File: src/design/harness_cfg.svh
// Sizes, address map and fixed constants of the memory-mapped harness
`ifndef HARNESS_CFG_SVH
`define HARNESS_CFG_SVH

// Bus widths
`define ADDR_W             16
`define DATA_W             32

// Main memory, split into equal banks
`define NUM_BANKS          4
`define BANK_WORDS         64

// Region bases
`define ROM_BASE           16'h0000
`define ROM_WORDS          64
`define CLINT_BASE         16'h0200
`define RAM_BASE           16'h1000

`define ROM_TAG            16'hB007
`define DEBUG_DELAY_CYCLES 20

`endif

File: src/design/harness_pkg.sv
// Bus types and address region encoding
`include "harness_cfg.svh"

package harness_pkg;

  // Byte address and data word
  typedef logic [`ADDR_W-1:0]   addr_t;
  typedef logic [`DATA_W-1:0]   data_t;
  typedef logic [`DATA_W/8-1:0] be_t;

  // Bank select and word index inside a bank or the ROM
  typedef logic [$clog2(`NUM_BANKS)-1:0]  bank_idx_t;
  typedef logic [$clog2(`BANK_WORDS)-1:0] word_idx_t;

  // Target of a decoded request
  typedef enum logic [1:0] {
    REGION_ROM   = 2'd0,
    REGION_RAM   = 2'd1,
    REGION_CLINT = 2'd2,
    REGION_ERR   = 2'd3
  } region_e;

endpackage

File: src/design/resp_mux.sv
// Response multiplexer over banks, ROM and timer with error flag
`timescale 1ns/1ps
`include "harness_cfg.svh"

module resp_mux import harness_pkg::*; (
  input  logic      clk_i,
  input  logic      rst_ni,
  input  logic      rsp_valid_i,
  input  region_e   rsp_region_i,
  input  bank_idx_t rsp_bank_i,
  input  data_t     bank_rdata_i [`NUM_BANKS],
  input  data_t     rom_rdata_i,
  input  data_t     clint_rdata_i,
  input  logic      we_q_i,
  output logic      rvalid_o,
  output logic      err_o,
  output data_t     rdata_o
);

  assign rvalid_o = rsp_valid_i;
  assign err_o    = rsp_valid_i && rsp_region_i == REGION_ERR;

  // Writes and errors return zero data
  always_comb begin
    rdata_o = '0;
    if (rsp_valid_i && !we_q_i) begin
      case (rsp_region_i)
        REGION_RAM:   rdata_o = bank_rdata_i[rsp_bank_i];
        REGION_ROM:   rdata_o = rom_rdata_i;
        REGION_CLINT: rdata_o = clint_rdata_i;
        default:      rdata_o = '0;
      endcase
    end
  end

  a_err_resp: assert property (@(posedge clk_i) disable iff (!rst_ni)
    err_o |-> rvalid_o && rdata_o == '0);

endmodule

File: config.mk
export PLATFORM = sky130hd
export DESIGN_NAME = resp_mux
export DESIGN_NICKNAME = d
export VERILOG_FILES = /design/src/design/harness_pkg.sv /design/src/design/resp_mux.sv
export VERILOG_INCLUDE_DIRS = /design/src /design/src/design
export SDC_FILE = /design/constraint.sdc
export NUM_CORES = 1
export LEC_CHECK = 0
export ABC_AREA = 1
export BUFFER_PORTS_ARGS = -buffer_cell sky130_fd_sc_hd__buf_2
export CELL_PAD_IN_SITES_DETAIL_PLACEMENT = 2
export CELL_PAD_IN_SITES_GLOBAL_PLACEMENT = 2
export CORE_MARGIN = 2
export CORE_UTILIZATION = 15
export DETAILED_ROUTE_END_ITERATION = 7
export GPL_TIMING_DRIVEN = 1
export PLACE_DENSITY_LB_ADDON = 0.1
export SLEW_MARGIN = 5
export SYNTH_ARGS = -nofsm -noshare
export SYNTH_HDL_FRONTEND = slang
export SYNTH_SLANG_ARGS = --single-unit
File: constraint.sdc
create_clock -name vclk -period 1.1
set_input_delay 0.165 -clock vclk [all_inputs]
set_output_delay 0.165 -clock vclk [all_outputs]
set_load 0.02 [all_outputs]
==> metrics.cfg <==
[routing]
detail_route.wl_per_cell_um = 15.88
postRouteAntennaNets = 0
detailedRoute.firstPassIterationCount = 4
vias_per_cell = 4.170
route.final.wire_length_mm = 16.61
detailedRoute.firstIterationViolations = 61
drt_drc_violations_left = 0
routed_via_count = 4362

[global_route]
grt_pass1_vias = 4903
largest_net_degree_at_the_start_of_global_routing = 45
grt-ovfl-total = 0
grt_usage = 0.1712
antenna_found_initial = 3
grt_first_pass_wirelength_mm = 24.92

[synthesis]
synth_largest_area_cell = sky130_fd_sc_hd__nand2_1
netlist_instances = 591
post_synth_main_area_contributors = sky130_fd_sc_hd__nand2_1, sky130_fd_sc_hd__inv_1, sky130_fd_sc_hd__nand3_1, sky130_fd_sc_hd__a21oi_2, sky130_fd_sc_hd__buf_2
synth_area_per_cell_sq_um = 4.334
syn_area_sq_um = 2561
post_synthesis_net_count = 791
yosysSeqAreaShare = 0
post_synth_num_cell_types = 15
yosys_warnings = 0
synth_largest_type_area_fraction = 0.3766

[sta]
fmaxAchievable_ghz = 0.7484
tightest_slew_ns = 0.2074
setup_ws_ns = -0.2362
hold_slack_ns = 0.5658
report.final.setup_viol = 32
relSlewSlack = 0.8617
grt_setup_unrepaired = yes
period_share = 1.215
maxSlewViolCount = 0
final-hold-violation-count = 0
fin_crit_ns = 1.336

[finish]
layout_overhead_on_the_synthesized_area_pct = 108.3
final_common_cell = sky130_fd_sc_hd__buf_2
seq_cell_count = 0
sequential_cell_area_sq_um = 0
finalNonFillerCells = 1046
final_area_sq_um = 5335
drive_gt1_frac = 0.5176
commonest_non_fill_non_tap_cells_in_the_layout = sky130_fd_sc_hd__buf_2, sky130_fd_sc_hd__nand2_1, sky130_fd_sc_hd__inv_1, sky130_fd_sc_hd__nand3_1, sky130_fd_sc_hd__nand2_2
nClkBuffers = 0
fin_nets = 1025

[setup_path]
startpoint_type = input port
critical_path_required_ns = 0.94
path_class = input port to primary output
category_of_the_worst_setup_path_capture_point = primary output
timing.critical_path.arrival_ns = 1.17
worstPathMaxFanout = 6

[placed_design]
global_placer_s_final_weighted_congestion = 0.8053
port-buffer-count = 232
dpl_ws_ns = -0.3234
post-dp-hpwl_mm = 12.71
post_dp_cell_area_sq_um = 4215
dp_cells = 1027

[run_status]
status = complete, but fails checks
violations_in_the_final_reports = setup timing

[floorplan]
placeableCoreArea_sq_um = 16640
ioPinCount = 234
die_w_um = 134.7
die_height_um = 134.7
floorplan.initialDensity = 0.1539
number_of_cell_rows = 47
fp.dieArea_sq_um = 18140

[power]
total_power_per_unit_cell_area_nw_per_um2 = 372.4
maximum_ir_drop_on_the_vdd_rail_v = 0.0001296
post-layout-total-power_mw = 1.987
power_leakage_nw = 3.218

[min_path]
min_path_type = input port to primary output

[flow_run]
max_cap_violations = 0

-- kinds of logic (layout without fill, tap and decap cells) --
logic type,after synthesis,after routing,share of synthesized area
buf+inv,202,434,0.3337
compound gates,32,32,0.08598
simple gates,357,357,0.5804
other cells,0,3,0
-- where the power goes --
part	internal [mW]	switching (mW)	total [mW]
Combinational	0.924	1.06	1.99
Clock	0.000000365	0	0.000000365
Sequential	0	0	0
Total	0.924	1.06	1.99
-- Yosys cell counts (all sizes together) --
cell,n
buf,36
clkinv,16
inv,148
or2,1
a21oi,32
nor2,3
nand2,257
clkbuf,2
nand3,96
-- layout make-up --
cell class | count | area [sq um]
antenna | 3 | 7.507
fill | 2089 | 11310
inverter | 164 | 668.1
multi-input combinational | 389 | 2300
tap | 220 | 275.3
timing repair buffer | 270 | 2085
-- worst max-delay path, cell delays in order --
cell and delay [ns]:
sky130_fd_sc_hd__buf_12 0.11, sky130_fd_sc_hd__nor2_4 0.14, sky130_fd_sc_hd__buf_12 0.15, sky130_fd_sc_hd__buf_12 0.13
sky130_fd_sc_hd__nand2_1 0.05, sky130_fd_sc_hd__nand2_1 0.07, sky130_fd_sc_hd__clkinv_2 0.07, sky130_fd_sc_hd__a21oi_4 0.15
sky130_fd_sc_hd__buf_6 0.14
-- final timing paths --
check                     to             from  cells past startpoint
setup / recovery  rdata_o[3]  rsp_region_i[0]                      9
hold / removal      rvalid_o      rsp_valid_i                      2
-- per-stage QoR --
stage,utilization,setup TNS (ns)
after floorplan,-,-0.7125
after global placement,0.2533,-7.753
after detailed placement,0.2533,-8.911
after CTS,0.2933,-6.377
after global routing,0.3204,-7.953
final,0.3206,-6.151
-- metal layers --
layer  vias up  global-route usage  routed length (um)
met1      2049              0.2079                6961
met2       133              0.3257                8595
met3         2             0.03003                1017
met5         -                   0                   0
met4         0             0.01170                  39
li1       2178                   -                   -
-- what timing repair did --
item                       4_1_cts  5_1_grt
setup endpoints to repair       33       32
hold endpoints to repair         0        0
pin swaps                       23       44
gates resized for setup        163       90
hold buffers                     0        0
gates cloned                     6        6
setup buffers                    4        0
Note: power is estimated with default switching activity, not from simulation.
