`src/design/harness_cfg.svh`:
```
// Sizes, address map and fixed constants of the memory-mapped harness
`ifndef HARNESS_CFG_SVH
`define HARNESS_CFG_SVH

// Bus widths
`define ADDR_W             16
`define DATA_W             32

// Main memory, split into equal banks
`define NUM_BANKS          4
`define BANK_WORDS         64

// Region bases
`define ROM_BASE           16'h0000
`define ROM_WORDS          64
`define CLINT_BASE         16'h0200
`define RAM_BASE           16'h1000

`define ROM_TAG            16'hB007
`define DEBUG_DELAY_CYCLES 20

`endif

```
`src/design/debug_gate.sv`:
```
// Debug request gate with hold-off window after reset
`timescale 1ns/1ps
`include "harness_cfg.svh"

module debug_gate (
  input  logic clk_i,
  input  logic rst_ni,
  input  logic debug_req_i,
  input  logic debug_enable_i,
  output logic debug_req_o
);

  localparam int CNT_W = $clog2(`DEBUG_DELAY_CYCLES + 1);

  logic [CNT_W-1:0] cnt_q;

  // Counts down once and stays at zero
  always_ff @(posedge clk_i or negedge rst_ni) begin
    if (!rst_ni) begin
      cnt_q <= CNT_W'(`DEBUG_DELAY_CYCLES);
    end else if (cnt_q != '0) begin
      cnt_q <= cnt_q - 1'b1;
    end
  end

  assign debug_req_o = (cnt_q == '0) && debug_req_i && debug_enable_i;

  a_hold_off: assert property (@(posedge clk_i) disable iff (!rst_ni)
    $rose(rst_ni) |-> !debug_req_o [* `DEBUG_DELAY_CYCLES]);

endmodule

```
`config.mk`:
```
export PLATFORM = sky130hd
export DESIGN_NAME = debug_gate
export DESIGN_NICKNAME = d
export VERILOG_FILES = /design/src/design/debug_gate.sv
export VERILOG_INCLUDE_DIRS = /design/src /design/src/design
export SDC_FILE = /design/constraint.sdc
export NUM_CORES = 1
export LEC_CHECK = 0
export ABC_CLOCK_PERIOD_IN_PS = 1350
export BUFFER_PORTS_ARGS = -buffer_cell sky130_fd_sc_hd__buf_2
export CAP_MARGIN = 40
export CELL_PAD_IN_SITES_DETAIL_PLACEMENT = 0
export CELL_PAD_IN_SITES_GLOBAL_PLACEMENT = 1
export CORE_AREA = 2 2 39 41
export CTS_CLUSTER_DIAMETER = 50
export CTS_CLUSTER_SIZE = 20
export DETAILED_ROUTE_END_ITERATION = 10
export DIE_AREA = 0 0 41 43
export GPL_TIMING_DRIVEN = 0
export PLACE_DENSITY_LB_ADDON = 0.1
export SYNTH_ARGS = -nofsm -noshare
export SYNTH_HDL_FRONTEND = slang
export SYNTH_SLANG_ARGS = --single-unit
```
`constraint.sdc`:
```
create_clock -name clk_i -period 1.35 [get_ports clk_i]
set_input_delay 0.0675 -clock clk_i [delete_from_list [all_inputs] [get_ports clk_i]]
set_output_delay 0.0675 -clock clk_i [all_outputs]
set_load 0.02 [all_outputs]
```
==> flow_summary.yaml <==
outcome:
  result_of_the_run: "finished with violations"
  violations: "negative setup slack"
grt:
  first_global_vias: 221
  grt_start_max_net_pins: 6
  antenna_found_initial: 0
  grt_pass1_wl_um: 883
  grt_remaining_overflow: 0
  gr-usage-all-layers: 0.0758
clock_network:
  clockRootBuffer: "sky130_fd_sc_hd__clkbuf_4"
  cts-root-to-sink-buffers: 2
  htree_num_levels: 1
  clk_pin_slew_worst_setup_hold_paths_ns: 0.04
  cts.sink_count: 5
  clk_lat_worst_skew_ns: 0.24
  cts_inserted_buffers: 3
  clock_tree_from_tritoncts: "built"
routing:
  route.antenna.remaining_nets: 0
  drtPass1Iterations: 2
  via_count: 231
  post-route-drc-count: 0
  wirelength_um: 571
  detail_route.iter0.violations: 2
  post_drt_wl_per_cell_um: 10.2
  drt-vias-per-instance: 4.13
yosys:
  synth-simple-area-share: 0.195
  compound_gate_portion_of_the_synthesized_area: 0.0952
  synth.mux.area_fraction: 0.0381
  mappedNetlistNets: 30
  synth_top_family_by_area: "simple AND/OR/NAND/NOR gates"
  netlist_area_pre_place_um2: 263
  synth_warnings: 0
  ys_seq_elements: 5
  ys_types: 15
  synth_adder_area_share: 0.0952
  synth_sequential_area_ratio: 0.486
  synthesized_area_fraction_occupied_by_xor_and_xnor_cells: 0.0333
  postSynthCellCount: 24
  synth.avg_cell_area_um2: 10.9
placement:
  preCtsSetupSlack_ns: -0.134
  io_buffer_count: 4
  placed_cell_area_um2: 303
  routabilityCongestion: 0.613
  hpwl_um: 360
die:
  pin_count: 5
  initial_core_util: 0.190
  num_rows: 14
  core_box_area_um2: 1380
  height_of_the_chip_um: 43
  dieArea_um2: 1760
  die-width_um: 41
flow_run:
  max_cap_viol_count: 0
layout:
  layout.area.seq_um2: 128
  final_layout_size_suffix_gt1_frac: 0.625
  antenna_cells: 0
  commonest_non_fill_non_tap_cells_in_the_layout: "sky130_fd_sc_hd__buf_4 (7), sky130_fd_sc_hd__clkbuf_4 (3), sky130_fd_sc_hd__dfrtp_1 (3), sky130_fd_sc_hd__buf_2 (3)"
  design_area_um2: 434
  nFillCells: 146
  post_synthesis_to_final_layout_area_growth_pct: 65.2
  largestRegisters: "cnt_q: 5 flops"
  layout.nets: 47
  number_of_flip_flops_under_the_largest_register_name: 5
  layout_commonest_cell: "sky130_fd_sc_hd__buf_4"
  largest_register: "cnt_q"
  multiInputGateArea_um2: 156
power:
  leakagePower_nw: 0.205
  power.density_cell_area_nw_per_um2: 776
  max-vdd-ir-drop_mv: 0.278
worst_setup_path:
  crit_arrival_ns: 1.35
  timing.critical_path.from_type: "register"
  worst_ep_required_time_ns: 1.28
  critical_path_class: "register to primary output"
  end_kind: "primary output"
  crit_path_max_fanout: 2
min_path:
  worstHoldPathType: "primary input to asynchronous set/reset pin"
sta:
  worst_clock_skew_ns: 0.00188
  finalSetupViolations: 2
  finalWorstPathRequiredPeriod_ns: 1.42
  fin_worst_hold_slack_ns: 0.179
  worstMarginPinSlew_ns: 0.229
  final_period_utilization: 1.05
  maxSlewViolCount: 0
  max_freq_mhz: 705
  slew_headroom: 0.846
  finalSetupTns_ns: -0.113
  finalWorstSetupSlack_ns: -0.0684
  finalHoldViolations: 0
  rsz0062_at_grt: "true"
metrics by stage:
step,util,total power [mW],instances
finish,0.314,0.337,56
global route,0.314,0.357,56
CTS,0.298,0.346,55
detailed placement,0.219,0.164,44
global placement,0.219,0.164,44
floorplan,-,0.156,24
synth_stat cells:
cell | instances | share of area
sky130_fd_sc_hd__or3b_1 | 1 | 0.033
sky130_fd_sc_hd__dfrtp_1 | 3 | 0.29
sky130_fd_sc_hd__nor3_2 | 2 | 0.076
sky130_fd_sc_hd__a21o_1 | 1 | 0.029
sky130_fd_sc_hd__nor3_1 | 1 | 0.019
sky130_fd_sc_hd__ha_1 | 2 | 0.095
sky130_fd_sc_hd__o21ai_0 | 2 | 0.038
sky130_fd_sc_hd__mux2i_1 | 1 | 0.038
sky130_fd_sc_hd__nand3_1 | 1 | 0.019
sky130_fd_sc_hd__inv_1 | 4 | 0.057
sky130_fd_sc_hd__nand2b_1 | 1 | 0.024
sky130_fd_sc_hd__and3_1 | 1 | 0.024
sky130_fd_sc_hd__dfstp_2 | 2 | 0.20
sky130_fd_sc_hd__o211ai_1 | 1 | 0.029
sky130_fd_sc_hd__xnor2_1 | 1 | 0.033
logic make-up after synthesis:
kind of cell | after synthesis
xor gates and xnor gates | 1
buffers and inverters | 4
muxes | 1
AOI/OAI and AO/OA | 4
adders and majority gates | 2
and+or+nand+nor | 7
DFF | 5
layer usage:
layer,vias to the layer above,global-route usage,part of all wire
li1,113,-,-
met1,114,0.0820,0.40
met2,4,0.119,0.56
met3,0,0.0314,0.037
met4,0,0.0400,0
met5,-,0,0
cell type report:
cell class | instances | area share
clock buffers | 4 | 0.0605
flip-flops and latches | 5 | 0.294
well taps | 16 | 0.0461
inverters | 4 | 0.0346
multi-input cells | 15 | 0.360
repair buffers | 12 | 0.205
path summary, 6_finish.rpt:
kind / cells past startpoint / slack [ns] / end / from
max in group asynchronous: 2 / 0.96 / cnt_q[4] / rst_ni
max reg2reg: 6 / -0.04 / cnt_q[4] / cnt_q[1]
min reg2reg: 1 / 0.53 / cnt_q[4] / cnt_q[4]
min: 2 / 0.18 / cnt_q[3] / rst_ni
min in group clk_i: 3 / 0.48 / debug_req_o / debug_enable_i
max: 6 / -0.07 / debug_req_o / cnt_q[0]
critical path, stage by stage, from the launching register on:
cell and delay [ns]:
sky130_fd_sc_hd__dfrtp_1 0.38, sky130_fd_sc_hd__inv_2 0.08, sky130_fd_sc_hd__ha_4 0.15, sky130_fd_sc_hd__nand2b_4 0.06, sky130_fd_sc_hd__nor3_4 0.13, sky130_fd_sc_hd__and3_4 0.20, sky130_fd_sc_hd__buf_6 0.11
where the power goes:
group          total (mW)  internal [mW]  switching, mW
clock network       0.169          0.112         0.0579
logic              0.0169        0.00983        0.00709
registers           0.151          0.151              0
total               0.337          0.272         0.0650
timing repair:
action | in CTS | in global routing
setup endpoints to repair | 2 | 2
endpoints found under the hold margin | 5 | 0
pin swaps | 3 | 3
setup buffers | 6 | 1
gates resized for setup | 7 | 4
hold buffers | 1 | 0
gates cloned | 0 | 0
No activity file was read; power rests on OpenSTA's default activity.
