==> src/design/harness_cfg.svh <==
// Sizes, address map and fixed constants of the memory-mapped harness
`ifndef HARNESS_CFG_SVH
`define HARNESS_CFG_SVH

// Bus widths
`define ADDR_W             16
`define DATA_W             32

// Main memory, split into equal banks
`define NUM_BANKS          4
`define BANK_WORDS         64

// Region bases
`define ROM_BASE           16'h0000
`define ROM_WORDS          64
`define CLINT_BASE         16'h0200
`define RAM_BASE           16'h1000

`define ROM_TAG            16'hB007
`define DEBUG_DELAY_CYCLES 20

`endif

==> src/design/harness_pkg.sv <==
// Bus types and address region encoding
`include "harness_cfg.svh"

package harness_pkg;

  // Byte address and data word
  typedef logic [`ADDR_W-1:0]   addr_t;
  typedef logic [`DATA_W-1:0]   data_t;
  typedef logic [`DATA_W/8-1:0] be_t;

  // Bank select and word index inside a bank or the ROM
  typedef logic [$clog2(`NUM_BANKS)-1:0]  bank_idx_t;
  typedef logic [$clog2(`BANK_WORDS)-1:0] word_idx_t;

  // Target of a decoded request
  typedef enum logic [1:0] {
    REGION_ROM   = 2'd0,
    REGION_RAM   = 2'd1,
    REGION_CLINT = 2'd2,
    REGION_ERR   = 2'd3
  } region_e;

endpackage

==> src/design/sram_bank.sv <==
// Single RAM bank with byte-enabled writes and registered reads
`timescale 1ns/1ps
`include "harness_cfg.svh"

module sram_bank import harness_pkg::*; (
  input  logic      clk_i,
  input  logic      req_i,
  input  logic      we_i,
  input  word_idx_t word_i,
  input  be_t       be_i,
  input  data_t     wdata_i,
  output data_t     rdata_o
);

  data_t mem_q [`BANK_WORDS];
  data_t rdata_q;

  always_ff @(posedge clk_i) begin
    if (req_i) begin
      if (we_i) begin
        for (int i = 0; i < $bits(be_t); i++) begin
          if (be_i[i]) begin
            mem_q[word_i][8*i +: 8] <= wdata_i[8*i +: 8];
          end
        end
      end else begin
        rdata_q <= mem_q[word_i];
      end
    end
  end

  assign rdata_o = rdata_q;

endmodule

==> config.mk <==
export PLATFORM = sky130hd
export DESIGN_NAME = sram_bank
export DESIGN_NICKNAME = d
export VERILOG_FILES = /design/src/design/harness_pkg.sv /design/src/design/sram_bank.sv
export VERILOG_INCLUDE_DIRS = /design/src /design/src/design
export SDC_FILE = /design/constraint.sdc
export NUM_CORES = 2
export LEC_CHECK = 0
export BUFFER_PORTS_ARGS = -buffer_cell sky130_fd_sc_hd__buf_2
export CAP_MARGIN = 20
export CORE_MARGIN = 2
export CORE_UTILIZATION = 45
export CTS_BUF_LIST = sky130_fd_sc_hd__clkbuf_4
export DETAILED_ROUTE_END_ITERATION = 8
export PLACE_DENSITY_LB_ADDON = 0.15
export SLEW_MARGIN = 30
export SYNTH_ARGS = -nofsm -noshare
export SYNTH_HDL_FRONTEND = slang
export SYNTH_SLANG_ARGS = --single-unit
==> constraint.sdc <==
create_clock -name clk_i -period 5.97 [get_ports clk_i]
set_input_delay 1.194 -clock clk_i [delete_from_list [all_inputs] [get_ports clk_i]]
set_output_delay 1.194 -clock clk_i [all_outputs]
set_load 0.03 [all_outputs]
==> impl_metrics.toml <==
[run_status]
status = "finished, final reports clean"

[grt]
overflow = 0
antenna_found_initial = 35
grt_use_met1_pct = 41.9
grt_max_degree = 114
track_usage_pct = 30.5
grt_pass1_wl_mm = 384
grt.busiest_layer = "met2"
grt_util_met2_pct = 44.7
use_met3_pct = 7.78
grt_pass1_vias = 49000

[timing]
rsz0062_at_grt = "false"
fin_crit_sh_pct = 60.6
hold_viol_final = 0
fmax_mhz = 276
tns_ps = 0
maxSlewHeadroom_pct = 24.7
setup_viol = 0
min_period_ps = 3620
fin_skew_ps = 87.8
worstMarginPinSlew_ps = 1130
slew_viol_final = 0

[finish]
area_delta_synth_final_pct = 14.1
nets = 5273
multi_input_area_um2 = 15700
layout.area.seq_um2 = 62500
final_core_util_pct = 51.6
fillers = 14700
stdcell_area_um2 = 90900
stdcell_count = 7928
drive_above_1_share_pct = 24.7

[floorplanning]
die_w_um = 425
die_h_um = 425
die_area_um2 = 180000
start_util_pct = 45.3
io_pins = 77
num_rows = 154
core_area_um2 = 176000

[synthesis]
async_flop_share_pct = 0
netlist_area_um2 = 79700
syn_area_per_cell_um2 = 17.1
synth.distinct_cells = 57
synth.yosys.warnings = 0
postSynthCellCount = 4670
synth_edf_count = 2080
syn_nets = 4715
ys.flop_type = "edfxtp_1"
ys_seq_area_share_pct = 78.4
synth-seq-cells = 2080

[placed_design]
io_buffers = 76
post-dp-hpwl_mm = 168
dp_cells = 7008
post_dp_cell_area_um2 = 84000
routabilityCongestion = 0.898

[critical_path]
cp.required_ps = 7070
slowest_stage = "nand2_1"
r2r_slack_ps = 3230
path_class = "in2reg"
cp.depth = 8
cp_max_fo = 72
path_delay_family = "simple AND/OR/NAND/NOR gates"
critPathCaptureType = "flop"
worstPathCellList = "buf_8 -> inv_6 -> nand2_1 -> buf_4 -> o22ai_1 -> nor3_1 -> nand4_1 -> or3_1"
startpoint_type = "input pin"
reg2reg_from = "mem_q[47][26]$_DFFE_PP_"
r2r-end = "rdata_o[26]$_DFFE_PP_"
critPathBufInv = 3
cp.arrival_ps = 4720
startpoint = "word_i[1]"
r2r_cells = 5
cp_slowest_stage_delay_ps = 700
critPathCapture = "rdata_o[25]$_DFFE_PP_"

[clocking]
clk_pin_slew_worst_paths_ps = 60
cts_buffers = 558
clk_path_buf_depth = 4
hold_buffers = 0
cts-root-buf = "clkbuf_4"
htreeDepth = 6
clock_sinks = 2080
cts_tree = "done"
cts_resized = 0
insertion_delay_ps = 1380
cts_setup_buffers = 0

[routing]
drt_wl_total_mm = 279
vias = 50600
via_per_inst = 6.38
detail_route.first_pass.iterations = 7
drtIter0Drc = 7512
route.detailed.drc = 0
avgRoutedWirePerCell_um = 35.1
drtAntennaViolNets = 0

[power]
irDropWorstVdd_mv = 0.237
power_density_nw_per_um2 = 334
leakage_nw = 29.5

[min_path]
hp-class = "in2reg"

[run]
drv_cap = 0
-- metrics by stage --
| stage | setup slack [ps] | power (W) | hold slack, ps |
|---|---|---|---|
| finish | 2350 | 0.0304 | 455 |
| global placement | 732 | 0.0181 | 751 |
| CTS | 2220 | 0.0305 | 345 |
| global route | 2310 | 0.0313 | 397 |
| floorplan | 2530 | 0.0172 | 644 |
| detailed placement | 1130 | 0.0181 | 747 |
-- cell usage in the layout, fill, tap and decap left out, drive strengths merged, types with 90 or more instances in the layout --
cell type and instances:
nor2 367, a221oi 295, a21oi 90, edfxtp 2080
mux2i 229, buf 369, o21ai 109, nand2 122
a22oi 321, o22ai 160, clkbuf 818
-- final cells by class --
| class | instances | area share [%] |
|---|---|---|
| timing repair buffer | 369 | 3.16 |
| clock inverter | 83 | 0.701 |
| antenna | 19 | 0.0523 |
| clock buffer | 818 | 6.76 |
| multi-input combinational | 2214 | 17.3 |
| inverter | 5 | 0.0317 |
| sequential | 2080 | 68.7 |
| tap | 2340 | 3.22 |
-- cells by family (layout without fill, tap and decap cells) --
logic type             count (synthesis)  after routing  synth area share [%]
muxes                                318            318                  4.19
other                                  0             19                     0
DFF                                 2080           2080                  78.4
AOI/OAI and AO/OA                   1249           1249                  11.7
and+or+nand+nor                      647            647                  3.53
buffers and inverters                376           1275                  2.13
-- sequential cells by signal (all words and copies together) (netlist names) --
name,cells
rdata_o,32
mem_q,2048
-- per-layer routing --
metal  wire [µm]  vias to the layer above  share of wire (%)
li1            -                    20800                  -
met4       14100                       12                5.1
met3       29300                      585                 11
met1      110000                    26000                 40
met2      124000                     3262                 45
met5         264                        -              0.095
-- worst min path at each step --
| stage | start | to | slack [ps] | cells after the start |
|---|---|---|---|---|
| 4_1_cts | wdata_i[22] | mem_q[28][22]$_DFFE_PP_ | 340 | 1 |
| 3_3_place_gp | mem_q[59][24]$_DFFE_PP_ | rdata_o[24]$_DFFE_PP_ | 750 | 3 |
| 2_1_floorplan | mem_q[9][30]$_DFFE_PP_ | rdata_o[30]$_DFFE_PP_ | 640 | 3 |
| 5_1_grt | wdata_i[22] | mem_q[28][22]$_DFFE_PP_ | 400 | 1 |
| 6_report | wdata_i[22] | mem_q[30][22]$_DFFE_PP_ | 460 | 1 |
| 3_5_place_dp | mem_q[7][11]$_DFFE_PP_ | rdata_o[11]$_DFFE_PP_ | 750 | 3 |
-- synth_stat cells (6+ instances only) --
cell / instances / area (µm²)
nor2_1: 366 / 1370
a221o_1: 54 / 541
a222oi_1: 16 / 160
nand4_1: 15 / 93.8
o22ai_1: 160 / 1000
a22oi_1: 321 / 2410
clkbuf_1: 173 / 649
or3_1: 25 / 156
mux2_2: 85 / 957
nor2b_1: 7 / 43.8
buf_6: 8 / 90.1
o211ai_1: 18 / 135
a21oi_1: 90 / 450
nor3_1: 42 / 210
o32ai_1: 33 / 289
a31oi_1: 22 / 138
nand2_1: 121 / 454
nand2b_1: 6 / 37.5
mux2i_1: 229 / 2290
a221oi_1: 295 / 2580
buf_4: 18 / 135
a211oi_1: 37 / 278
edfxtp_1: 2080 / 62500
buf_1: 47 / 176
o221ai_1: 10 / 87.6
o21ai_0: 109 / 546
buf_2: 124 / 621
a311oi_1: 28 / 245
a22o_1: 40 / 350
nand3_1: 15 / 75.1
or4_1: 26 / 195
-- power by group --
group / switching, W / leakage [nW] / internal, W
Combinational: 0.00128 / 6.71 / 0.000427
Sequential: 0.0000395 / 18.7 / 0.0161
Clock: 0.00580 / 4.10 / 0.00672
Total: 0.00712 / 29.5 / 0.0233
(Power assumes the default switching activity.)
