`src/design/harness_cfg.svh`:
```
// Sizes, address map and fixed constants of the memory-mapped harness
`ifndef HARNESS_CFG_SVH
`define HARNESS_CFG_SVH

// Bus widths
`define ADDR_W             16
`define DATA_W             32

// Main memory, split into equal banks
`define NUM_BANKS          4
`define BANK_WORDS         64

// Region bases
`define ROM_BASE           16'h0000
`define ROM_WORDS          64
`define CLINT_BASE         16'h0200
`define RAM_BASE           16'h1000

`define ROM_TAG            16'hB007
`define DEBUG_DELAY_CYCLES 20

`endif

```
`src/design/harness_pkg.sv`:
```
// Bus types and address region encoding
`include "harness_cfg.svh"

package harness_pkg;

  // Byte address and data word
  typedef logic [`ADDR_W-1:0]   addr_t;
  typedef logic [`DATA_W-1:0]   data_t;
  typedef logic [`DATA_W/8-1:0] be_t;

  // Bank select and word index inside a bank or the ROM
  typedef logic [$clog2(`NUM_BANKS)-1:0]  bank_idx_t;
  typedef logic [$clog2(`BANK_WORDS)-1:0] word_idx_t;

  // Target of a decoded request
  typedef enum logic [1:0] {
    REGION_ROM   = 2'd0,
    REGION_RAM   = 2'd1,
    REGION_CLINT = 2'd2,
    REGION_ERR   = 2'd3
  } region_e;

endpackage

```
`src/design/addr_decoder.sv`:
```
// Address decoder with target selects and registered response routing
`timescale 1ns/1ps
`include "harness_cfg.svh"

module addr_decoder import harness_pkg::*; (
  input  logic                  clk_i,
  input  logic                  rst_ni,
  input  logic                  req_i,
  input  logic                  we_i,
  input  addr_t                 addr_i,
  output logic [`NUM_BANKS-1:0] bank_req_o,
  output logic                  rom_req_o,
  output logic                  clint_req_o,
  output logic                  rsp_valid_o,
  output region_e               rsp_region_o,
  output bank_idx_t             rsp_bank_o,
  output logic                  we_q_o
);

  localparam int BYTE_OFS   = $clog2(`DATA_W/8);
  localparam int ROM_SPAN   = $clog2(`ROM_WORDS) + BYTE_OFS;
  localparam int RAM_SPAN   = $clog2(`NUM_BANKS * `BANK_WORDS) + BYTE_OFS;
  localparam int CLINT_SPAN = 2 + BYTE_OFS;
  localparam addr_t ROM_BASE_A   = `ROM_BASE;
  localparam addr_t RAM_BASE_A   = `RAM_BASE;
  localparam addr_t CLINT_BASE_A = `CLINT_BASE;

  region_e   region;
  bank_idx_t bank;

  assign bank = addr_i[BYTE_OFS + $bits(word_idx_t) +: $bits(bank_idx_t)];

  // ----------------------------------------
  // Region match
  // ----------------------------------------
  always_comb begin
    region = REGION_ERR;
    if (addr_i[`ADDR_W-1:ROM_SPAN] == ROM_BASE_A[`ADDR_W-1:ROM_SPAN]) begin
      // ROM is read-only
      region = we_i ? REGION_ERR : REGION_ROM;
    end else if (addr_i[`ADDR_W-1:CLINT_SPAN] == CLINT_BASE_A[`ADDR_W-1:CLINT_SPAN]) begin
      region = REGION_CLINT;
    end else if (addr_i[`ADDR_W-1:RAM_SPAN] == RAM_BASE_A[`ADDR_W-1:RAM_SPAN]) begin
      region = REGION_RAM;
    end
  end

  always_comb begin
    bank_req_o = '0;
    if (req_i && region == REGION_RAM) begin
      bank_req_o[bank] = 1'b1;
    end
  end

  assign rom_req_o   = req_i && region == REGION_ROM;
  assign clint_req_o = req_i && region == REGION_CLINT;

  // Routing for the response one cycle later
  always_ff @(posedge clk_i or negedge rst_ni) begin
    if (!rst_ni) begin
      rsp_valid_o  <= 1'b0;
      rsp_region_o <= REGION_ERR;
      rsp_bank_o   <= '0;
      we_q_o       <= 1'b0;
    end else begin
      rsp_valid_o  <= req_i;
      rsp_region_o <= region;
      rsp_bank_o   <= bank;
      we_q_o       <= we_i;
    end
  end

  a_one_target: assert property (@(posedge clk_i) disable iff (!rst_ni)
    $onehot0({bank_req_o, rom_req_o, clint_req_o}));

endmodule

```
`config.mk`:
```
export PLATFORM = sky130hd
export DESIGN_NAME = addr_decoder
export DESIGN_NICKNAME = d
export VERILOG_FILES = /design/src/design/harness_pkg.sv /design/src/design/addr_decoder.sv
export VERILOG_INCLUDE_DIRS = /design/src /design/src/design
export SDC_FILE = /design/constraint.sdc
export NUM_CORES = 1
export LEC_CHECK = 0
export ABC_AREA = 1
export BUFFER_PORTS_ARGS = -buffer_cell sky130_fd_sc_hd__buf_2
export CORE_MARGIN = 2
export CORE_UTILIZATION = 23
export CTS_BUF_LIST = sky130_fd_sc_hd__clkbuf_4
export DETAILED_ROUTE_END_ITERATION = 8
export HOLD_SLACK_MARGIN = 0.05
export PLACE_DENSITY = 0.58
export SLEW_MARGIN = 5
export SYNTH_ARGS = -nofsm -noshare
export SYNTH_HDL_FRONTEND = slang
export SYNTH_SLANG_ARGS = --single-unit
```
`constraint.sdc`:
```
create_clock -name clk_i -period 0.8 [get_ports clk_i]
set_input_delay 0.08 -clock clk_i [delete_from_list [all_inputs] [get_ports clk_i]]
set_output_delay 0.08 -clock clk_i [all_outputs]
set_load 0.005 [all_outputs]
```
==> impl_metrics.tcl <==
set metrics [dict create \
    drt-total-wl_um 997 \
    worst_path_max_delay_cell "nor2_4" \
    relSlewSlack_pct 90.8 \
    grt_pass1_wl_um 1760 \
    cts_tree "yes" \
    path_max_fanout 3 \
    min_period_ns 0.922 \
    critPathLaunchType "primary input" \
    syn_area_per_cell_um2 6.80 \
    via_per_inst 4.15 \
    drv_slew 0 \
    antenna_found_initial 0 \
    die_area_mm2 0.00190 \
    worst_setup_path_end_kind "primary output" \
    io_buffers 27 \
    peakVddDrop_v 0.000450 \
    clk_pin_slew_worst_paths_ns 0.05 \
    synth_cells 53 \
    hold_path.class "primary input to async pin" \
    num_antenna_cells 0 \
    start_util_pct 24.2 \
    path_cells "buf_6 > inv_1 > nand2_2 > nor2_4 > nand2_2 > o21ai_4 > nand2_2 > nor2_2 > buf_2" \
    crit_arrival_ns 0.84 \
    setup_viol 8 \
    worstPathRequired_ns 0.72 \
    synth_cell_types 12 \
    failed_checks "setup timing" \
    ctsHtreeMaxLevel 1 \
    core_mm2 0.00149 \
    wl_per_cell_um 8.82 \
    p_per_area_mw_per_mm2 1110 \
    synth_edf_count 0 \
    fin_setup_tns_ns -0.672 \
    timing.fmax_mhz 1090 \
    ys_seq_area_share_pct 42.4 \
    num_rows 14 \
    ios 32 \
    p_leak_nw 0.391 \
    cts.path.max_buffers 2 \
    whs_ns 0.181 \
    cap_violations 0 \
    drc_errors 0 \
    cp_common_cell "nand2_2" \
    cts_buffers 3 \
    cts.sinks 6 \
    worstSetupPathType "primary input to primary output" \
    critical_path.max_stage_delay_ns 0.14 \
    final-hold-violation-count 0 \
    synth_area_leaders "dfrtp_1, dfstp_2, inv_1" \
    rsz0062_at_grt "true" \
    yosys.area.top_type "dfrtp_1" \
    syn_nets 73 \
    vias 469 \
    synthTopCellsByCount "inv_1, nand2_1, nor2_1" \
    first_pass_iters 3 \
    grt_max_degree 7 \
    ys.flop_type "dfrtp_1" \
    drive_gt1_share_pct 70.1 \
    ys_ff_latch 6 \
    async_flop_share_pct 100 \
    place.gp.congestion 0.711 \
    grt_overflow 0 \
    dieWidth_um 43.6 \
    dp_hpwl_um 723 \
    area_delta_synth_final_pct 115 \
    synth_area_um2 360 \
    ant_nets 0 \
    pre_cts_slack_ns -0.188 \
    period_share_pct 115 \
    cts_root_buf "clkbuf_4" \
    grt.total_usage_pct 12.4 \
    netlist.area_leader.share_pct 27.8 \
    final_core_util_pct 52.1 \
    fin_ws_ns -0.122 \
    critPathBufInv 3 \
    outcome "finished with violations" \
    drt_iter0_markers 3 \
    crit_family "simple AND/OR/NAND/NOR gates" \
    nNetsFinal 118 \
    synth.most_common_cell "inv_1" \
    die_h_um 43.6 \
    grt_pass1_vias 489 \
    tightest_slew_ns 0.137 \
    yosysWarnings 0 \
]
==> path summary, 6_finish.rpt <==
check,from,slack [ns],cells after the start,to
worst max-delay path,addr_i[11],-0.12,9,rom_req_o
min in group clk_i,addr_i[11],0.28,6,rsp_region_o[0]
worst min-delay path,rst_ni,0.18,2,rsp_valid_o
max in group asynchronous,rst_ni,0.40,2,rsp_region_o[0]
==> state kept, by name, indices dropped and copies added, names as in the netlist <==
register	count
we_q_o	1
rsp_valid_o	1
rsp_bank_o	2
rsp_region_o	2
==> what timing repair did <==
item | 4_1_cts | 5_1_grt
gates resized for setup | 23 | 11
hold buffers | 4 | 1
setup buffers | 2 | 0
hold endpoints to repair | 9 | 1
endpoints found under the setup margin | 9 | 12
pin swaps | 8 | 15
==> report_power, final <==
part | switching (W) | internal, W
clock | 0.000106 | 0.000223
sequential | 0.00000198 | 0.000316
combinational | 0.0000982 | 0.000113
==> area by class of cell <==
type	count	area [um^2]
well taps	16	20.0
repair buffers	40	283
inverters	13	51.3
flip-flops and latches	6	153
fillers	157	713
clock buffers	4	30.0
multi-input cells	34	239
==> cell families (layout without fill, tap and decap cells) <==
kind of cell / count (synthesis) / count (layout) / share of synthesized area, %
AO/OA/AOI/OAI: 1 / 1 / 2.43
buffers and inverters: 13 / 57 / 13.5
flip-flops: 6 / 6 / 42.4
AND/OR/NAND/NOR: 33 / 33 / 41.7
==> through the flow <==
step | total power, W | cell area, um^2 | instances
after floorplan | 0.000366 | 360 | 53
after global placement | 0.000451 | 561 | 102
after detailed placement | 0.000454 | 561 | 102
after CTS | 0.000860 | 732 | 112
after global routing | 0.000918 | 776 | 113
final | 0.000858 | 776 | 113
==> routing by layer <==
layer	wire length [um]	track usage (%)
met1	342	11.5
met2	585	24.1
met3	69	1.25
met4	0	9.09
met5	0	0
==> layout by cell type (no fill, tap or decap), drive strengths merged <==
cell type	n
dfstp	2
clkbuf	4
dfrtp	4
nand3	4
o21ai	1
nand2	14
nand3b	1
nor3	2
dlygate4sd3	5
inv	13
buf	35
nor2	12
Note: power is estimated with default switching activity, not from simulation.
