File: src/design/harness_cfg.svh
// Sizes, address map and fixed constants of the memory-mapped harness
`ifndef HARNESS_CFG_SVH
`define HARNESS_CFG_SVH

// Bus widths
`define ADDR_W             16
`define DATA_W             32

// Main memory, split into equal banks
`define NUM_BANKS          4
`define BANK_WORDS         64

// Region bases
`define ROM_BASE           16'h0000
`define ROM_WORDS          64
`define CLINT_BASE         16'h0200
`define RAM_BASE           16'h1000

`define ROM_TAG            16'hB007
`define DEBUG_DELAY_CYCLES 20

`endif

File: src/design/harness_pkg.sv
// Bus types and address region encoding
`include "harness_cfg.svh"

package harness_pkg;

  // Byte address and data word
  typedef logic [`ADDR_W-1:0]   addr_t;
  typedef logic [`DATA_W-1:0]   data_t;
  typedef logic [`DATA_W/8-1:0] be_t;

  // Bank select and word index inside a bank or the ROM
  typedef logic [$clog2(`NUM_BANKS)-1:0]  bank_idx_t;
  typedef logic [$clog2(`BANK_WORDS)-1:0] word_idx_t;

  // Target of a decoded request
  typedef enum logic [1:0] {
    REGION_ROM   = 2'd0,
    REGION_RAM   = 2'd1,
    REGION_CLINT = 2'd2,
    REGION_ERR   = 2'd3
  } region_e;

endpackage

File: src/design/clint_timer.sv
// Core-local timer: mtime counter driven by rtc, mtimecmp compare
// and the software interrupt bit
`timescale 1ns/1ps

module clint_timer import harness_pkg::*; (
  input  logic       clk_i,
  input  logic       rst_ni,
  input  logic       req_i,
  input  logic       we_i,
  input  logic [1:0] reg_i,
  input  data_t      wdata_i,
  input  logic       rtc_i,
  output data_t      rdata_o,
  output logic       timer_irq_o,
  output logic       ipi_o
);

  localparam logic [1:0] MSIP_OFS     = 2'd0;
  localparam logic [1:0] MTIMECMP_OFS = 2'd1;
  localparam logic [1:0] MTIME_OFS    = 2'd2;

  logic  msip_q;
  data_t mtimecmp_q;
  data_t mtime_q;
  logic  rtc_q;
  logic  rtc_rise;
  data_t rdata_q;

  assign rtc_rise = rtc_i & ~rtc_q;

  // ----------------------------------------
  // Registers
  // ----------------------------------------
  always_ff @(posedge clk_i or negedge rst_ni) begin
    if (!rst_ni) begin
      msip_q     <= 1'b0;
      mtimecmp_q <= '1;
      mtime_q    <= '0;
      rtc_q      <= 1'b0;
    end else begin
      rtc_q <= rtc_i;
      if (rtc_rise) begin
        mtime_q <= mtime_q + 1'b1;
      end
      // mtime is read-only from the bus
      if (req_i && we_i) begin
        case (reg_i)
          MSIP_OFS:     msip_q     <= wdata_i[0];
          MTIMECMP_OFS: mtimecmp_q <= wdata_i;
          default: ;
        endcase
      end
    end
  end

  always_ff @(posedge clk_i) begin
    if (req_i && !we_i) begin
      case (reg_i)
        MSIP_OFS:     rdata_q <= data_t'(msip_q);
        MTIMECMP_OFS: rdata_q <= mtimecmp_q;
        MTIME_OFS:    rdata_q <= mtime_q;
        default:      rdata_q <= '0;
      endcase
    end
  end

  assign rdata_o     = rdata_q;
  assign timer_irq_o = mtime_q >= mtimecmp_q;
  assign ipi_o       = msip_q;

endmodule

File: config.mk
export PLATFORM = sky130hd
export DESIGN_NAME = clint_timer
export DESIGN_NICKNAME = d
export VERILOG_FILES = /design/src/design/harness_pkg.sv /design/src/design/clint_timer.sv
export VERILOG_INCLUDE_DIRS = /design/src /design/src/design
export SDC_FILE = /design/constraint.sdc
export NUM_CORES = 1
export LEC_CHECK = 0
export BUFFER_PORTS_ARGS = -buffer_cell sky130_fd_sc_hd__buf_4
export CORE_ASPECT_RATIO = 1.25
export CORE_MARGIN = 3
export CORE_UTILIZATION = 47
export DETAILED_ROUTE_END_ITERATION = 7
export PLACE_DENSITY_LB_ADDON = 0.05
export SETUP_SLACK_MARGIN = 0.3
export SLEW_MARGIN = 20
export SYNTH_ARGS = -nofsm -noshare
export SYNTH_HDL_FRONTEND = slang
export SYNTH_SLANG_ARGS = --single-unit
File: constraint.sdc
create_clock -name clk_i -period 4.5 [get_ports clk_i]
set_clock_uncertainty 0.05 [all_clocks]
set_input_delay 0.225 -clock clk_i [delete_from_list [all_inputs] [get_ports clk_i]]
set_output_delay 0.225 -clock clk_i [all_outputs]
set_load 0.03 [all_outputs]
==> metrics.txt, run 1 <==
status=completed; row count=40; clk sinks=98; Internal=1.68 mW; Yosys reg bits=98; critical path endpoint category=primary output; synth top area cells=edfxtp_1, dfrtp_1, dfstp_2; nets@finish=521; drt first pass iters=4; PwrDens=397 nW/um2; Die H=119 um; period utilization=62.1%; Setup crit start kind=flip-flop; Gate power share=18.4%; clk root buf=clkbuf_16; post-route minimum period=2800 ps; Area Overhead vs Synth=19.9%; first-pass GRT wire length=15,900 um; Hold Fails Final Rpt=0; Worst-Margin Slew=1010 ps; Post-Route Utilization=59.0%; final instance area=5780 um2; Post-CTS Resized=0; IO Port Bufs=72; GRT Total Usage=17.3%; CTS tree=done; wire length per cell=16.5 um; clock power share=30.2%; Vias per Instance=5.39; share of flip-flops with an asynchronous set or reset=67.3%; setup tns final=0 ps; f_max=0.358 GHz; Worst Hold Class=in -> reg; fraction of layout cells with a size suffix above 1=36.1%; via count=3,124; detailed placer's ending HPWL=6480 um; arrival time worst endpoint=2520 ps; worst-path maximum fanout=3; Syn. warnings=0; core area=9810 um2; maxcap violations=0; Mapped Nets=445; placed cell areas=5500 um2; 1st-iter DRT viols=115; htree depth=3; Req. time, crit path=4220 ps; sw frac=26.9%; Post-synth EDFFs=32; Slew headroom=32.6%; Crit Path Category=reg -> out; clock-pin slew on the worst setup and hold paths=60 ps; die span in x=96.6 um; drt drc=0; LEAKAGE=2.71 nW; Sw Pwr=0.619 mW; Clock Path Buffers=2; starting density of the core=49.2%; sequential share of power=51.4%; diodes inserted=0; Worst VDD drop=0.000248 V; vias in the first global route=3,254; DRT Wirelength=9560 um; dominant cell type by area after synthesis=edfxtp_1; largest net degree at the start of global routing=67; initial antenna violation count=0; Final Max Tran Viols=0; post-synth top area share=19.9%; total CTS buffers=9; top_reg_cell synth=dfrtp_1; Unique masters post-synth=45; Overflow after GRT=0; register area share after synthesis=55.0%; post-route ant nets=0; RSZ-0062 raised after global routing=false; # IOs=73; worst-skew pair later-pin latency=340 ps; commonest cells in the netlist=dfrtp_1, ha_1, inv_1; die area=11,500 um2; mapped cell area=4820 um2; cell count after synthesis=373; most numerous cell in the Yosys netlist=dfrtp_1; GP Congestion=0.816; # setup viols final=0; post-synthesis area per instance=12.9 um2
==> power by group through the flow <==
| stage | clock network, mW | logic (mW) | registers [mW] |
|---|---|---|---|
| floorplan | 0 | 0.265 | 1.21 |
| global placement | 0 | 0.416 | 1.19 |
| detailed placement | 0 | 0.429 | 1.20 |
| CTS | 0.713 | 0.431 | 1.18 |
| global route | 0.750 | 0.477 | 1.20 |
| finish | 0.695 | 0.423 | 1.18 |
==> critical path, cell delays in order (launching register included) <==
cell and delay (ps):
dfstp_2 540, inv_1 50, ha_1 310, a21oi_1 120, o21ai_0 100, a221o_1 370
a2111oi_0 380, o21ai_1 140, buf_4 190
==> worst paths after layout <==
kind | start | endpoint | slack, ps | cells past startpoint
worst max-delay path | mtimecmp_q[19]$_DFFE_PN1P_ | timer_irq_o | 1700 | 8
worst min-delay path | wdata_i[6] | mtimecmp_q[6]$_DFFE_PN1P_ | 50 | 2
worst max register to register | mtime_q[1]$_DFFE_PN0P_ | mtime_q[20]$_DFFE_PN0P_ | 2460 | 6
worst min register to register | mtime_q[24]$_DFFE_PN0P_ | mtime_q[24]$_DFFE_PN0P_ | 470 | 1
max in group asynchronous | rst_ni | mtime_q[13]$_DFFE_PN0P_ | 3380 | 2
min in group asynchronous | rst_ni | mtime_q[20]$_DFFE_PN0P_ | 490 | 2
==> sequential cells by signal (all words and copies together), names as in the netlist <==
signal and flops:
mtime_q 32, mtimecmp_q 32, rdata_o 32, ipi_o 1, rtc_q 1
==> final cells by class <==
type,instances,area [um2]
fillers,858,4030
flip-flops and latches,98,2650
multi-input cells,230,2000
repair buffers,77,583
clock buffers,12,246
well taps,126,158
inverters,33,124
clock inverters,4,17.5
==> cell usage in the layout (no fill, tap or decap), types with 2 or more instances in the layout <==
cell type,n
dlygate4sd3_1,2
ha_1,33
nand4_1,6
dfrtp_1,34
and4_1,6
clkinv_2,2
clkbuf_16,9
nand2b_1,2
a21o_1,3
nor3_1,2
xor2_1,7
mux2_1,2
o21a_1,2
nand2_1,16
and2_1,2
nor2b_2,2
clkinv_1,2
clkbuf_1,2
o21ai_0,3
edfxtp_1,32
a21oi_1,10
a22o_1,30
and3_1,8
nand3_1,15
xnor2_1,23
buf_4,75
inv_1,33
a2111oi_0,2
dfstp_2,32
mux2_2,32
nor2_1,5
==> what timing repair did <==
action                                 CTS  global route
buffers inserted                         0             0
hold buffers                             2             0
endpoints found under the hold margin   35             0
==> per-stage QoR <==
step / hold WS (ps) / instances / setup slack, ps / power (mW)
after floorplan: -121 / 373 / 2220 / 1.47
after global placement: 321 / 562 / 2080 / 1.61
after detailed placement: 325 / 562 / 2020 / 1.63
after CTS: 38.1 / 580 / 1660 / 2.33
after global routing: 45.8 / 580 / 1540 / 2.43
final: 48.5 / 580 / 1700 / 2.30
==> per-layer routing <==
| metal | part of all wire [%] | track usage [%] | vias to the layer above |
|---|---|---|---|
| li1 | - | - | 1502 |
| met1 | 41 | 20.6 | 1543 |
| met2 | 53 | 30.4 | 65 |
| met3 | 3.9 | 3.81 | 14 |
| met4 | 1.9 | 6.67 | 0 |
| met5 | 0 | 0 | - |
==> cell families after synthesis <==
kind of cell	after synthesis	share of synthesized area, %
and+or+nand+nor	75	9.75
muxes	35	8.14
AOI/OAI and AO/OA	56	9.02
buffers and inverters	45	3.76
DFF	98	55.0
xor gates and xnor gates	31	5.78
adders and majority gates	33	8.56
No activity file was read; power rests on OpenSTA's default activity.
==> run 2, diff against run 1 <==
--- a/config.mk
+++ b/config.mk
@@ -6,6 +6,7 @@
 export SDC_FILE = /design/constraint.sdc
 export NUM_CORES = 1
 export LEC_CHECK = 0
+export ABC_AREA = 1
 export BUFFER_PORTS_ARGS = -buffer_cell sky130_fd_sc_hd__buf_4
 export CORE_ASPECT_RATIO = 1.25
 export CORE_MARGIN = 3
==> constraint.sdc (replaced) <==
create_clock -name clk_i -period 2.54 [get_ports clk_i]
set_clock_uncertainty 0.05 [all_clocks]
set_input_delay 0.127 -clock clk_i [delete_from_list [all_inputs] [get_ports clk_i]]
set_output_delay 0.127 -clock clk_i [all_outputs]
set_load 0.03 [all_outputs]
==> metrics.txt, run 2 <==
status=completed; Post-Route Utilization=62.2% (+3.2 points); post-synthesis area per instance=9.11 um2 (-30%); # Post-CTS Setup Buffers=0 (unchanged); die span in x=100 um (+3.6%); post-route minimum period=2150 ps; commonest cells in the netlist=nand2_1, inv_1, nor2_1; 1st-iter DRT viols=187 (+63%); RSZ-0062 raised after global routing=false; vias in the first global route=4,137 (+27%); Area Overhead vs Synth=28.1%; CTS tree=done; synth top area cells=edfxtp_1, dfrtp_1, dfstp_2; GRT Total Usage=20.2% (+2.9 points); Setup crit start kind=flip-flop; row count=42 (+5.0%); arrival time worst endpoint=1970 ps (-550 ps); Inst Count DP=765 (+36%); Internal=3.05 mW (+82%); die area=12,400 um2 (+7.4%); Worst Hold Class=in -> reg; Clock Path Buffers=2 (unchanged); # setup viols final=0 (unchanged); largest net degree at the start of global routing=67 (unchanged); initial antenna violation count=0 (unchanged); Reg2Reg Depth=8 (+2); RR Endpoint=mtime_q[28]$_DFFE_PN0P_; Slew headroom=41.5% (+9.0 points); Overflow after GRT=0 (unchanged); mapped cell area=5200 um2 (+7.9%); worst-skew pair later-pin latency=340 ps (about the same); Worst-Margin Slew=877 ps (-132 ps); Mapped Nets=643 (+44%); crit path to=timer_irq_o; sw frac=29.9% (+3.0 points); total power=4.36 mW (+90%); register area share after synthesis=51.0% (-4.0 points); total CTS buffers=9 (unchanged); Syn. warnings=0 (unchanged); most numerous cell in the Yosys netlist=nand2_1; diodes inserted=0 (unchanged); Post-synth EDFFs=32 (unchanged); most common cell after layout, fill and taps aside=nand2_1; f_max=0.465 GHz; share of flip-flops with an asynchronous set or reset=67.3% (unchanged); period utilization=84.7%; LEAKAGE=3.15 nW (+16%); met3 wire len=329 um (-12%); clk sinks=98 (unchanged); Worst R2R Start=mtime_q[1]$_DFFE_PN0P_; htree depth=3 (unchanged); clock power share=31.3% (+1.1 points); setup tns final=0 ps (unchanged); fraction of layout cells with a size suffix above 1=26.0% (-10 points); # IOs=73 (unchanged); Hold Fails Final Rpt=0 (unchanged); Die H=124 um (+3.7%); wire length per cell=14.5 um (-12%); starting density of the core=48.5% (-0.64 points); core area=10,700 um2 (+9.3%); nets@finish=748 (+44%); detailed placer's ending HPWL=8160 um (+26%); drt drc=0 (unchanged); Yosys reg bits=98 (unchanged); wire length on met1=5070 um (+28%); post-route ant nets=0 (unchanged); drt first pass iters=4 (unchanged); clock-pin slew on the worst setup and hold paths=70 ps (about the same); IO Port Bufs=72 (unchanged); Finished Layout Cells=813 (+40%); PwrDens=654 nW/um2 (+65%); WL met2=6180 um (+22%); commonest non-fill, non-tap cells in the layout=nand2_1, inv_1, buf_4, nor2_1, a21oi_1; Worst VDD drop=0.000372 V (+50%); clk root buf=clkbuf_16; top_reg_cell synth=dfrtp_1; Sw Pwr=1.30 mW (+110%); worst-path maximum fanout=3 (unchanged); post-synth top area share=18.5% (-1.5 points); Crit Path Category=reg -> out; Unique masters post-synth=31 (-31%); Top Layer Used=met4; Req. time, crit path=2360 ps (-1860 ps); dominant cell type by area after synthesis=edfxtp_1; worst hold slack=8.74 ps (-39.7 ps); maxcap violations=0 (unchanged); Vias per Instance=5.09 (-5.4%); cell count after synthesis=571 (+53%); flop-to-flop setup slack=810 ps (-1650 ps); sequential share of power=46.5% (-4.9 points); Final Max Tran Viols=0 (unchanged); Gate power share=22.2% (+3.8 points); GP Congestion=0.799 (-2.0%); first-pass GRT wire length=19,700 um (+23%); via count=4,141 (+33%); DRT Wirelength=11,800 um (+23%); CP startpoint=mtimecmp_q[3]$_DFFE_PN1P_; critical path endpoint category=primary output
==> run 2: changes by cell type in the layout (fill, tap and decap cells not counted), sizes merged, moves of 14 or more <==
cell / previous run / this run
nand2: 17 / 111
nor2: 5 / 72
inv: 33 / 81
a21oi: 10 / 47
mux2: 34 / 0
a22o: 31 / 0
dlygate4sd3: 2 / 32
xnor2: 23 / 2
o22ai: 0 / 19
o21ai: 4 / 19
nand3: 15 / 29
==> run 2: stage by stage <==
stage	setup slack, ps	instance area (um2)
final	388	6660
after global routing	278	6660
after CTS	310	6550
after detailed placement	647	5890
after global placement	672	5890
after floorplan	552	5200
==> run 2: critical path, stage by stage (launching register included) <==
cell     delay, ps
dfstp_2        520
inv_1           90
ha_4           290
nand4_1        120
nor2_1         120
nor2_1          50
nand2_1         50
nand2_1         60
nand2_2         80
nand2_2         50
nand2_2         70
buf_6          130
==> run 2: metal layers <==
layer / up-vias / GRT usage, %
li1: 2075 / -
met1: 1994 / 25.5
met2: 58 / 35.0
met3: 14 / 3.47
met4: 0 / 7.41
met5: - / 0
==> run 2: logic make-up (layout without fill, tap and decap cells) <==
logic type	count (synthesis)	count (layout)	share of synthesized area, %
AND/OR/NAND/NOR	234	234	21.1
flip-flops	98	98	51.0
buffers and inverters	95	205	7.09
AO/OA/AOI/OAI	88	88	9.06
adder cells (fa/ha/maj)	33	33	7.93
XOR/XNOR	23	23	3.87
==> run 2: power groups by stage <==
stage	logic (mW)	registers, mW	clock network (mW)
floorplan	0.547	2.08	0
global placement	0.835	2.04	0
detailed placement	0.864	2.04	0
CTS	0.922	2.01	1.39
global route	1.10	2.06	1.45
finish	0.968	2.03	1.36
==> run 2: area by class of cell <==
cell class | instances | area (um2)
clock buffer | 9 | 225
clock inverter | 7 | 70.1
fill | 933 | 4060
inverter | 81 | 304
multi-input combinational | 378 | 2340
sequential | 98 | 2650
tap | 132 | 165
timing repair buffer | 108 | 907
==> run 2: timing repair <==
| action | in CTS | in global routing |
|---|---|---|
| endpoints found under the setup margin | 1 | 1 |
| pin swaps | 3 | 17 |
| resized for setup | 7 | 21 |
| hold buffers | 32 | 0 |
| hold endpoints to repair | 65 | 0 |
==> run 2: worst min-delay path by stage <==
stage                            from                    endpoint  slack, ps  cells after the start
after detailed placement        rtc_i             rtc_q$_DFF_PN0_        210                      1
after CTS                 wdata_i[23]  mtimecmp_q[23]$_DFFE_PN1P_        0.5                      3
after global routing       wdata_i[3]   mtimecmp_q[3]$_DFFE_PN1P_          3                      3
after global placement          rtc_i             rtc_q$_DFF_PN0_        200                      1
final                      wdata_i[3]   mtimecmp_q[3]$_DFFE_PN1P_          9                      3
after floorplan                rst_ni           ipi_o$_DFFE_PN0P_       -220                      0
